**config.mk**
```make
export PLATFORM = sky130hd
export DESIGN_NAME = wakeupPipelineRegister
export DESIGN_NICKNAME = d
export VERILOG_FILES = /design/src/verilog/recoveryPkg.sv /design/src/verilog/schedulerPkg.sv /design/src/verilog/flushWindowTracker.sv /design/src/verilog/issuePipeLane.sv /design/src/verilog/wakeupPipelineRegister.sv
export SDC_FILE = /design/constraint.sdc
export NUM_CORES = 1
export LEC_CHECK = 0
export BUFFER_PORTS_ARGS = -buffer_cell sky130_fd_sc_hd__buf_2
export CORE_MARGIN = 4
export CORE_UTILIZATION = 59
export DETAILED_ROUTE_END_ITERATION = 6
export PLACE_DENSITY_LB_ADDON = 0.3
export SLEW_MARGIN = 20
export SYNTH_ARGS = -nofsm -noshare
export SYNTH_HDL_FRONTEND = slang
export SYNTH_SLANG_ARGS = --single-unit
```
**constraint.sdc**
```tcl
create_clock -name clk -period 5.4 [get_ports clk]
set_clock_uncertainty 0.15 [all_clocks]
set_input_delay 1.08 -clock clk [delete_from_list [all_inputs] [get_ports clk]]
set_output_delay 1.08 -clock clk [all_outputs]
set_load 0.03 [all_outputs]
```
**src/verilog/recoveryPkg.sv**
```systemverilog
/*
 * Recovery definitions
 * Active-list pointer type, the recovery request coming from the recovery
 * manager and the check whether an op lies in a flushed range
 */
package recoveryPkg;

    localparam int alEntries = 32;
    typedef logic [$clog2(alEntries)-1:0] alIndex;

    // Flushed active-list span, tail is exclusive
    typedef struct packed {
        logic flushAll;
        alIndex headPtr;
        alIndex tailPtr;
    } flushRange;

    typedef struct packed {
        logic toRecovery;
        logic fromRwStage;
        flushRange range;
    } recoveryReq;

    // True when ptr falls inside the circular span [headPtr, tailPtr)
    function automatic logic inFlushRange(flushRange r, alIndex ptr);
        logic hit;
        if (r.flushAll) begin
            hit = 1'b1;
        end else if (r.headPtr == r.tailPtr) begin
            hit = 1'b0;
        end else if (r.headPtr < r.tailPtr) begin
            hit = (ptr >= r.headPtr) && (ptr < r.tailPtr);
        end else begin
            // Span wraps past the last entry
            hit = (ptr >= r.headPtr) || (ptr < r.tailPtr);
        end
        return hit;
    endfunction

endpackage

```
**src/verilog/schedulerPkg.sv**
```systemverilog
/*
 * Scheduler definitions
 * Issue-queue widths, per-class latencies, issue-slot counts and the
 * packed records exchanged between select, the wakeup pipeline and the IQ
 */
package schedulerPkg;

    // Issue queue geometry
    localparam int iqEntries = 16;
    typedef logic [$clog2(iqEntries)-1:0] iqIndex;
    typedef logic [iqEntries-1:0] iqOneHot;

    // Issue slots, integer lanes first and memory lanes after them
    localparam int intIssueWidth = 2;
    localparam int memIssueWidth = 2;
    localparam int issueWidth = intIssueWidth + memIssueWidth;

    // Tracking stages per class
    localparam int intLatency = 1;
    localparam int memLatency = 3;

    // Wide enough to hold the longest class latency
    typedef logic [$clog2(memLatency+1)-1:0] latencyCount;

    // An op picked by select logic this cycle
    typedef struct packed {
        logic valid;
        iqIndex ptr;
        iqOneHot depVector;
        recoveryPkg::alIndex activeListPtr;
    } selectedOp;

    // Broadcast to the producer matrix
    typedef struct packed {
        logic valid;
        iqIndex ptr;
        iqOneHot depVector;
    } wakeupOp;

    // Frees one issue-queue entry
    typedef struct packed {
        logic valid;
        iqIndex ptr;
    } releaseOp;

endpackage

```
**src/verilog/flushWindowTracker.sv**
```systemverilog
/*
 * Flush window tracker
 * Latches the range of a selective recovery and counts, per class, how long
 * flushed ops may still sit in the tracking chains
 */
`timescale 1ns/1ps

module flushWindowTracker (
    input  logic                      clk,
    input  logic                      rstN,
    input  logic                      stall,
    input  recoveryPkg::recoveryReq   recovery,
    output recoveryPkg::flushRange    range,
    output logic                      intCanBeFlushed,
    output logic                      memCanBeFlushed,
    output logic                      flushedOpExist
);

    localparam schedulerPkg::latencyCount intFull =
        schedulerPkg::latencyCount'(schedulerPkg::intLatency);
    localparam schedulerPkg::latencyCount memFull =
        schedulerPkg::latencyCount'(schedulerPkg::memLatency);

    schedulerPkg::latencyCount intCount;
    schedulerPkg::latencyCount memCount;
    logic selectiveRecovery;

    // The first stage only advances when not stalled
    function automatic schedulerPkg::latencyCount countDown(
        schedulerPkg::latencyCount count,
        schedulerPkg::latencyCount full,
        logic                      hold
    );
        schedulerPkg::latencyCount next;
        next = count;
        if (count == full) begin
            if (!hold) begin
                next = count - 1'b1;
            end
        end else if (count != '0) begin
            next = count - 1'b1;
        end
        return next;
    endfunction

    assign selectiveRecovery = recovery.toRecovery && recovery.fromRwStage;

    always_ff @(posedge clk or negedge rstN) begin
        if (!rstN) begin
            range <= '0;
            intCount <= '0;
            memCount <= '0;
        end else if (selectiveRecovery) begin
            range <= recovery.range;
            intCount <= intFull;
            memCount <= memFull;
        end else begin
            intCount <= countDown(intCount, intFull, stall);
            memCount <= countDown(memCount, memFull, stall);
        end
    end

    assign intCanBeFlushed = (intCount != '0);
    assign memCanBeFlushed = (memCount != '0);

    // Tells the recovery manager that some chain may still hold flushed ops
    assign flushedOpExist = intCanBeFlushed || memCanBeFlushed;

endmodule

```
**src/verilog/issuePipeLane.sv**
```systemverilog
/*
 * Issue pipe lane
 * Tracks ops issued on one slot through a chain of stages, then wakes up
 * their consumers and releases their issue-queue entries
 */
`timescale 1ns/1ps

module issuePipeLane #(
    parameter int latency = 1
) (
    input  logic                      clk,
    input  logic                      rstN,
    input  logic                      stall,
    input  logic                      flushAll,
    input  schedulerPkg::selectedOp   slot,
    input  schedulerPkg::iqOneHot     flushIqEntry,
    input  logic                      canBeFlushed,
    input  recoveryPkg::flushRange    range,
    output schedulerPkg::wakeupOp     wakeup,
    output schedulerPkg::releaseOp    releaseEntry
);

    // Stage latency-1 is filled from select, stage 0 drives the outputs
    schedulerPkg::selectedOp stage [latency];
    schedulerPkg::selectedOp nextStage;
    logic flushedOp;
    logic outGate;

    // Drop an op whose IQ entry is flushed in the cycle it is selected
    always_comb begin
        nextStage = slot;
        nextStage.valid = slot.valid && !flushIqEntry[slot.ptr];
    end

    generate
        if (latency == 1) begin : gSingle
            always_ff @(posedge clk or negedge rstN) begin
                if (!rstN) begin
                    stage[0] <= '0;
                end else if (flushAll) begin
                    stage[0].valid <= 1'b0;
                end else if (!stall) begin
                    stage[0] <= nextStage;
                end
            end
        end else begin : gChain
            always_ff @(posedge clk or negedge rstN) begin
                if (!rstN) begin
                    for (int j = 0; j < latency; j++) begin
                        stage[j] <= '0;
                    end
                end else if (flushAll) begin
                    for (int j = 0; j < latency; j++) begin
                        stage[j].valid <= 1'b0;
                    end
                end else begin
                    // Lower stages advance regardless of stall
                    for (int j = 1; j < latency - 1; j++) begin
                        stage[j-1] <= stage[j];
                    end
                    if (stall) begin
                        // First stage holds, a bubble goes behind it
                        stage[latency-2].valid <= 1'b0;
                        stage[latency-2].depVector <= '0;
                    end else begin
                        stage[latency-2] <= stage[latency-1];
                        stage[latency-1] <= nextStage;
                    end
                end
            end
        end
    endgenerate

    // Only a single-stage lane shows a held entry during stall
    assign outGate = (latency == 1) ? stall : 1'b0;

    // Flushed by a selective recovery while still in flight
    assign flushedOp = canBeFlushed && recoveryPkg::inFlushRange(range, stage[0].activeListPtr);

    always_comb begin
        wakeup.valid = stage[0].valid && !flushedOp && !outGate;
        wakeup.ptr = stage[0].ptr;
        wakeup.depVector = outGate ? '0 : stage[0].depVector;
    end

    // Entries are freed even when their wakeup is suppressed
    always_comb begin
        releaseEntry.valid = stage[0].valid && !outGate;
        releaseEntry.ptr = stage[0].ptr;
    end

endmodule

```
**src/verilog/wakeupPipelineRegister.sv**
```systemverilog
/*
 * Wakeup pipeline register
 * Places the integer and memory tracking lanes and the flush window tracker
 */
`timescale 1ns/1ps

module wakeupPipelineRegister (
    input  logic                      clk,
    input  logic                      rstN,
    input  logic                      stall,
    input  schedulerPkg::selectedOp   selected [schedulerPkg::issueWidth],
    input  schedulerPkg::iqOneHot     flushIqEntry,
    input  recoveryPkg::recoveryReq   recovery,
    output schedulerPkg::wakeupOp     wakeup [schedulerPkg::issueWidth],
    output schedulerPkg::releaseOp    releaseEntry [schedulerPkg::issueWidth],
    output logic                      flushedOpExist
);

    logic fullRecovery;
    logic intCanBeFlushed;
    logic memCanBeFlushed;
    recoveryPkg::flushRange range;

    // Recovery not issued from the register-write stage clears everything
    assign fullRecovery = recovery.toRecovery && !recovery.fromRwStage;

    flushWindowTracker tracker (
        .clk             (clk),
        .rstN            (rstN),
        .stall           (stall),
        .recovery        (recovery),
        .range           (range),
        .intCanBeFlushed (intCanBeFlushed),
        .memCanBeFlushed (memCanBeFlushed),
        .flushedOpExist  (flushedOpExist)
    );

    generate
        for (genvar i = 0; i < schedulerPkg::intIssueWidth; i++) begin : gIntLane
            issuePipeLane #(
                .latency (schedulerPkg::intLatency)
            ) lane (
                .clk          (clk),
                .rstN         (rstN),
                .stall        (stall),
                .flushAll     (fullRecovery),
                .slot         (selected[i]),
                .flushIqEntry (flushIqEntry),
                .canBeFlushed (intCanBeFlushed),
                .range        (range),
                .wakeup       (wakeup[i]),
                .releaseEntry (releaseEntry[i])
            );
        end

        // Memory slots follow the integer slots
        for (genvar i = 0; i < schedulerPkg::memIssueWidth; i++) begin : gMemLane
            issuePipeLane #(
                .latency (schedulerPkg::memLatency)
            ) lane (
                .clk          (clk),
                .rstN         (rstN),
                .stall        (stall),
                .flushAll     (fullRecovery),
                .slot         (selected[schedulerPkg::intIssueWidth+i]),
                .flushIqEntry (flushIqEntry),
                .canBeFlushed (memCanBeFlushed),
                .range        (range),
                .wakeup       (wakeup[schedulerPkg::intIssueWidth+i]),
                .releaseEntry (releaseEntry[schedulerPkg::intIssueWidth+i])
            );
        end
    endgenerate

endmodule
```
==> results.ini, run 1 <==
[sta]
maxSlewViolCount=0
hold_violations=0
tightest_slew_ps=853
max_freq_mhz=254
rsz0062_at_grt=no
slew_headroom_pct=43.1
fin_crit_ps=3930
finalSetupTns_ps=0
final-setup-viol-count=0
fin_crit_sh_pct=72.8

[job]
cap_violations=0

[synthesis]
syn_area_sq_um=10700
synth.distinct_cells=34
synth.net_count=1012
yosysMostFrequentCell=dfrtp_1
synth.top_cell.area_share_pct=52.0
synth_top_area_cell=dfrtp_1
ys_warn_count=0
synth_edf_count=0
syn_inst=831
yosys_register_bits=223
synth_commonest_cells=dfrtp_1 (223), mux2_2 (178), buf_4 (73)
async_reset_ff_share_pct=100
synth_area_per_cell_sq_um=12.9
synth_flop_cell=dfrtp_1
seq_area_frac_synth_pct=52.0
synth_area_leaders=dfrtp_1 (52%), mux2_2 (19%), ha_1 (5.3%)

[routing]
drt-pass1-iter-count=4
wirelength_mm=20.9
drt-initial-drc-count=263
drc=0
via_per_inst=5.37
ant_nets=0
wl_per_cell_microns=16.8
vias=6696

[pwr]
combPwrFrac_pct=22.7
cell_internal_pwr_mw=3.33
peakVddDrop_uv=327
power.switching_mw=1.38
p_leak_nw=5.97
power_switching_share_pct=29.2
p_clk_share_pct=33.1
p_total_mw=4.71
power_density_nw_per_um2=380
seqPwrFrac_pct=44.2

[placement]
gp_congestion=0.875
dp_cells=1205
port_buffers=240
dp_hpwl_mm=14.9

[clock_tree]
path_clk_slew_ps=60
cts_buffer_depth=3
worstSkewPairLatency_ps=500
cts_root_buf=clkbuf_16
cts_htree_levels=1
ctsResizeCount=0
ctsHoldBuffers=0
post-cts-setup-buffer-count=0
cts_tree=yes
cts_buffers=24
cts_sinks=223

[worst_hold_path]
whs_endpoint=gMemLane[1].lane.releaseEntry[4]
hold_start=gMemLane[1].lane.stage[51]
min_path_type=register to register
hold_depth=1

[worst_setup_path]
start_kind=register
r2r_slack_ps=3880
worstPathMaxFanout=5
r2r-end=tracker.memCount[0]
path_class=register to output port
reg2reg_depth=5
worstPathRequired_ps=4170
cp.arrival_ps=2700
reg2reg_from=tracker.memCount[0]
end_kind=output port

[grt]
track_usage_pct=20.5
grt_pass1_wl_mm=34.1
grtUsageMet1_pct=26.0
grt_max_degree=118
antenna_found_initial=0
gr-total-overflow=0
use_met3_pct=4.19
grt_pass1_vias=6962
busiest_layer=met2
grt_use_met2_pct=36.4

[final_layout]
drive_gt1_share_pct=45.4
stdcell_count=1246
nets=1183
syn_to_final_growth_pct=15.6
diodes=0

[die]
initial_core_util_pct=59.9
fp.coreArea_sq_um=17900
pin_count=241
die_y_microns=143
row_count=49
die_x_microns=143
design.die.area_sq_um=20400

[run_status]
status=complete, no violations

## how the worst max path moves through the flow
stage,start,end,slack [ps]
2_1_floorplan,stall,wakeup[62],1600
3_3_place_gp,stall,wakeup[83],1720
3_5_place_dp,stall,wakeup[83],1670
4_1_cts,tracker.range[2],wakeup[62],1460
5_1_grt,tracker.range[2],wakeup[62],1270
6_report,tracker.range[2],wakeup[62],1470
## metal layers
| metal | vias up | wire length (microns) |
|---|---|---|
| met5 | - | 0 |
| met4 | 0 | 406 |
| met3 | 32 | 1170 |
| met2 | 165 | 10600 |
| met1 | 3304 | 8740 |
| li1 | 3195 | - |
## cell families (layout without fill, tap and decap cells)
family,Yosys count,in the layout,share of synthesized area [%]
xor+xnor,2,2,0.163
flops,223,223,52.0
simple gates,151,151,7.60
buf+inv,120,306,6.91
mux,199,199,23.1
compound gates,90,90,4.88
fa+ha+maj,46,46,5.34
## state kept, by name, indices dropped and copies added (netlist names)
signal and flops:
gMemLane.lane.releaseEntry 10, gMemLane.lane.wakeup 32, tracker.range 11, tracker.intCount 2, gMemLane.lane.stage 114, tracker.memCount 2
gIntLane.lane.stage 44, gIntLane.lane.releaseEntry 8
## worst max-delay path, stage by stage (launching register included)
cell	delay, ps
dfrtp_1	380
inv_1	190
ha_1	290
a21oi_1	150
o221ai_1	140
a21oi_1	410
o21ai_0	160
o21ai_0	240
buf_2	250
## final cells by class
class                           count  area [sq um]
Clock inverter                      7          75.1
Timing Repair Buffer              246          1280
Multi-Input combinational cell    488          4420
Tap cell                          229           287
Sequential cell                   223          5580
Fill cell                        1309          5500
Clock buffer                       34           688
Inverter                           19          71.3
## placed cells by master, fill, tap and decap left out, types with 5 or more instances in the layout
cell type	instances
mux2i_1	5
nand2b_1	36
o21ai_0	48
ha_1	45
mux4_1	16
a21o_1	5
clkbuf_1	5
mux2_2	178
clkbuf_8	5
nand3_1	5
nand2_1	50
nor2b_1	43
a21oi_1	11
buf_2	239
dfrtp_1	223
a31oi_1	5
clkbuf_16	24
inv_1	19
## power groups by stage
stage	Clock, mW	Sequential, mW	Combinational (mW)
final	1.56	2.08	1.07
after global routing	1.67	2.11	1.19
after CTS	1.60	2.09	1.08
after detailed placement	0	2.11	1.08
after global placement	0	2.10	1.05
after floorplan	0	2.05	0.893
## stage by stage
step	util, %	setup slack, ps	hold slack (ps)	instance area [sq um]
after floorplan	-	1600	289	10700
after global placement	65.0	1720	306	11600
after detailed placement	65.0	1670	308	11600
after CTS	69.3	1460	321	12400
after global routing	69.3	1270	341	12400
final	69.3	1470	315	12400
(Power assumes the default switching activity.)
==> run 2, diff against run 1 <==
--- a/config.mk
+++ b/config.mk
@@ -7,7 +7,7 @@
 export LEC_CHECK = 0
 export BUFFER_PORTS_ARGS = -buffer_cell sky130_fd_sc_hd__buf_2
 export CORE_MARGIN = 4
-export CORE_UTILIZATION = 59
+export CORE_UTILIZATION = 49
 export DETAILED_ROUTE_END_ITERATION = 6
 export PLACE_DENSITY_LB_ADDON = 0.3
 export SLEW_MARGIN = 20
==> constraint.sdc (replaced) <==
create_clock -name clk -period 3.2 [get_ports clk]
set_clock_uncertainty 0.15 [all_clocks]
set_input_delay 0.64 -clock clk [delete_from_list [all_inputs] [get_ports clk]]
set_output_delay 0.64 -clock clk [all_outputs]
set_load 0.03 [all_outputs]
==> results.ini, run 2 (synthesized netlist as in run 1, its figures left out) <==
[sta]
fin_crit_ps=3250
max_freq_mhz=308
tightest_slew_ps=706
hold_ws_ps=182
final-setup-viol-count=2
worst_slack_ps=-50.5
slew_headroom_pct=52.8
maxSlewViolCount=0
fin_crit_sh_pct=102
hold_violations=0
rsz0062_at_grt=yes

[worst_setup_path]
crit_slowest_cell=dfrtp_1
end_kind=output port
path_class=register to output port
cpPeakStageDelay_ps=410
worstPathMaxFanout=5
path_cells=inv_4 > ha_4 > a21o_1 > a31oi_1 > o21ai_1 > maj3_2 > o311a_1 > buf_6
start_kind=register
cp.arrival_ps=2460
worstPathRequired_ps=2410

[final_layout]
layout_commonest_cell=buf_2
fillers=1729
stdcell_count=1306
multi_input_area_sq_um=4550
regMostFlops=gMemLane.lane.stage
diodes=0
final_util_pct=60.1
syn_to_final_growth_pct=19.3
largest_reg_flops=114
drive_gt1_share_pct=48.2
final_cell_mix=buf_2 (235), dfrtp_1 (223), mux2_2 (178), nand2_1 (50), nor2b_1 (43)
regArea_sq_um=5580
nets=1195

[die]
design.die.area_sq_um=24300
die_x_microns=156
fp.coreArea_sq_um=21300
die_y_microns=156
initial_core_util_pct=50.4
pin_count=241
row_count=53

[clock_tree]
cts_htree_levels=1
cts_tree=yes
path_clk_slew_ps=50
worstSkewPairLatency_ps=520
cts_buffer_depth=3
cts_root_buf=clkbuf_16
cts_sinks=223
cts_buffers=26

[grt]
grt_pass1_wl_mm=36.2
antenna_found_initial=1
grt_max_degree=121
gr-total-overflow=0
grt_pass1_vias=7052
track_usage_pct=18.3

[routing]
wl_per_cell_microns=17.0
ant_nets=0
drt-pass1-iter-count=4
via_per_inst=5.16
vias=6745
drc=0
wirelength_mm=22.2
drt-initial-drc-count=197

[run_status]
status=finished with violations
failed_checks=negative setup slack

[placement]
place_ws_ps=297
dp_hpwl_mm=15.6
dp_cells=1255
gp_congestion=0.862
port_buffers=240

[pwr]
peakVddDrop_uv=443
p_total_mw=8.33
p_leak_nw=6.08
power_density_nw_per_um2=651

[job]
cap_violations=0

[worst_hold_path]
min_path_type=primary input to register

[run 2: worst paths after layout]
check,start,end,slack (ps),depth (start not counted)
setup / recovery,tracker.range[2],wakeup[20],-50,8
setup reg to reg,tracker.memCount[0],tracker.memCount[0],1690,5
hold / removal,selected[78],gIntLane[0].lane.stage[0],180,3
max in group asynchronous,rstN,gMemLane[1].lane.stage[33],1590,3
hold reg to reg,gMemLane[1].lane.stage[51],gMemLane[1].lane.releaseEntry[4],320,1
min in group asynchronous,rstN,gIntLane[0].lane.releaseEntry[0],570,2
[run 2: metal layers]
layer / global-route usage, % / wire, microns / vias to the layer above
met1: 23.1 / 9060 / 3289
met3: 3.97 / 1290 / 47
li1: - / - / 3224
met4: 5.92 / 668 / 2
met5: 0 / 8 / -
met2: 31.5 / 11200 / 183
[run 2: metrics by stage]
stage / TNS (ps) / instance area (sq um)
final: -75.2 / 12800
after global routing: -231 / 12800
after CTS: -125 / 12700
after detailed placement: 0 / 11800
after global placement: 0 / 11800
after floorplan: 0 / 10700
[run 2: final cells by class]
type / count / area share (%)
inverters: 19 / 0.577
multi-input cells: 488 / 35.5
clock inverters: 8 / 0.616
repair buffers: 256 / 11.0
flip-flops and latches: 223 / 43.6
well taps: 275 / 2.69
clock buffers: 37 / 6.03
[run 2: worst max-delay path, delay by kind of cell, from the launching register on]
| kind | cells | cell delay (ps) |
|---|---|---|
| AO/OA/AOI/OAI | 4 | 760 |
| adder cells (fa/ha/maj) | 2 | 520 |
| flip-flops | 1 | 410 |
| buffers and inverters | 2 | 270 |
[run 2: where the power goes]
part | switching, mW | internal [mW] | total (mW)
Clock | 1.13 | 1.75 | 2.88
Sequential | 0.257 | 3.24 | 3.50
Combinational | 1.07 | 0.884 | 1.95
[run 2: timing repair]
action                                  in CTS  in global routing
buffers inserted                             3                  3
endpoints found under the setup margin       4                  4
pin swaps                                   11                 12
resized for setup                           23                 16
hold buffers                                 1                  0
hold endpoints to repair                    75                  0
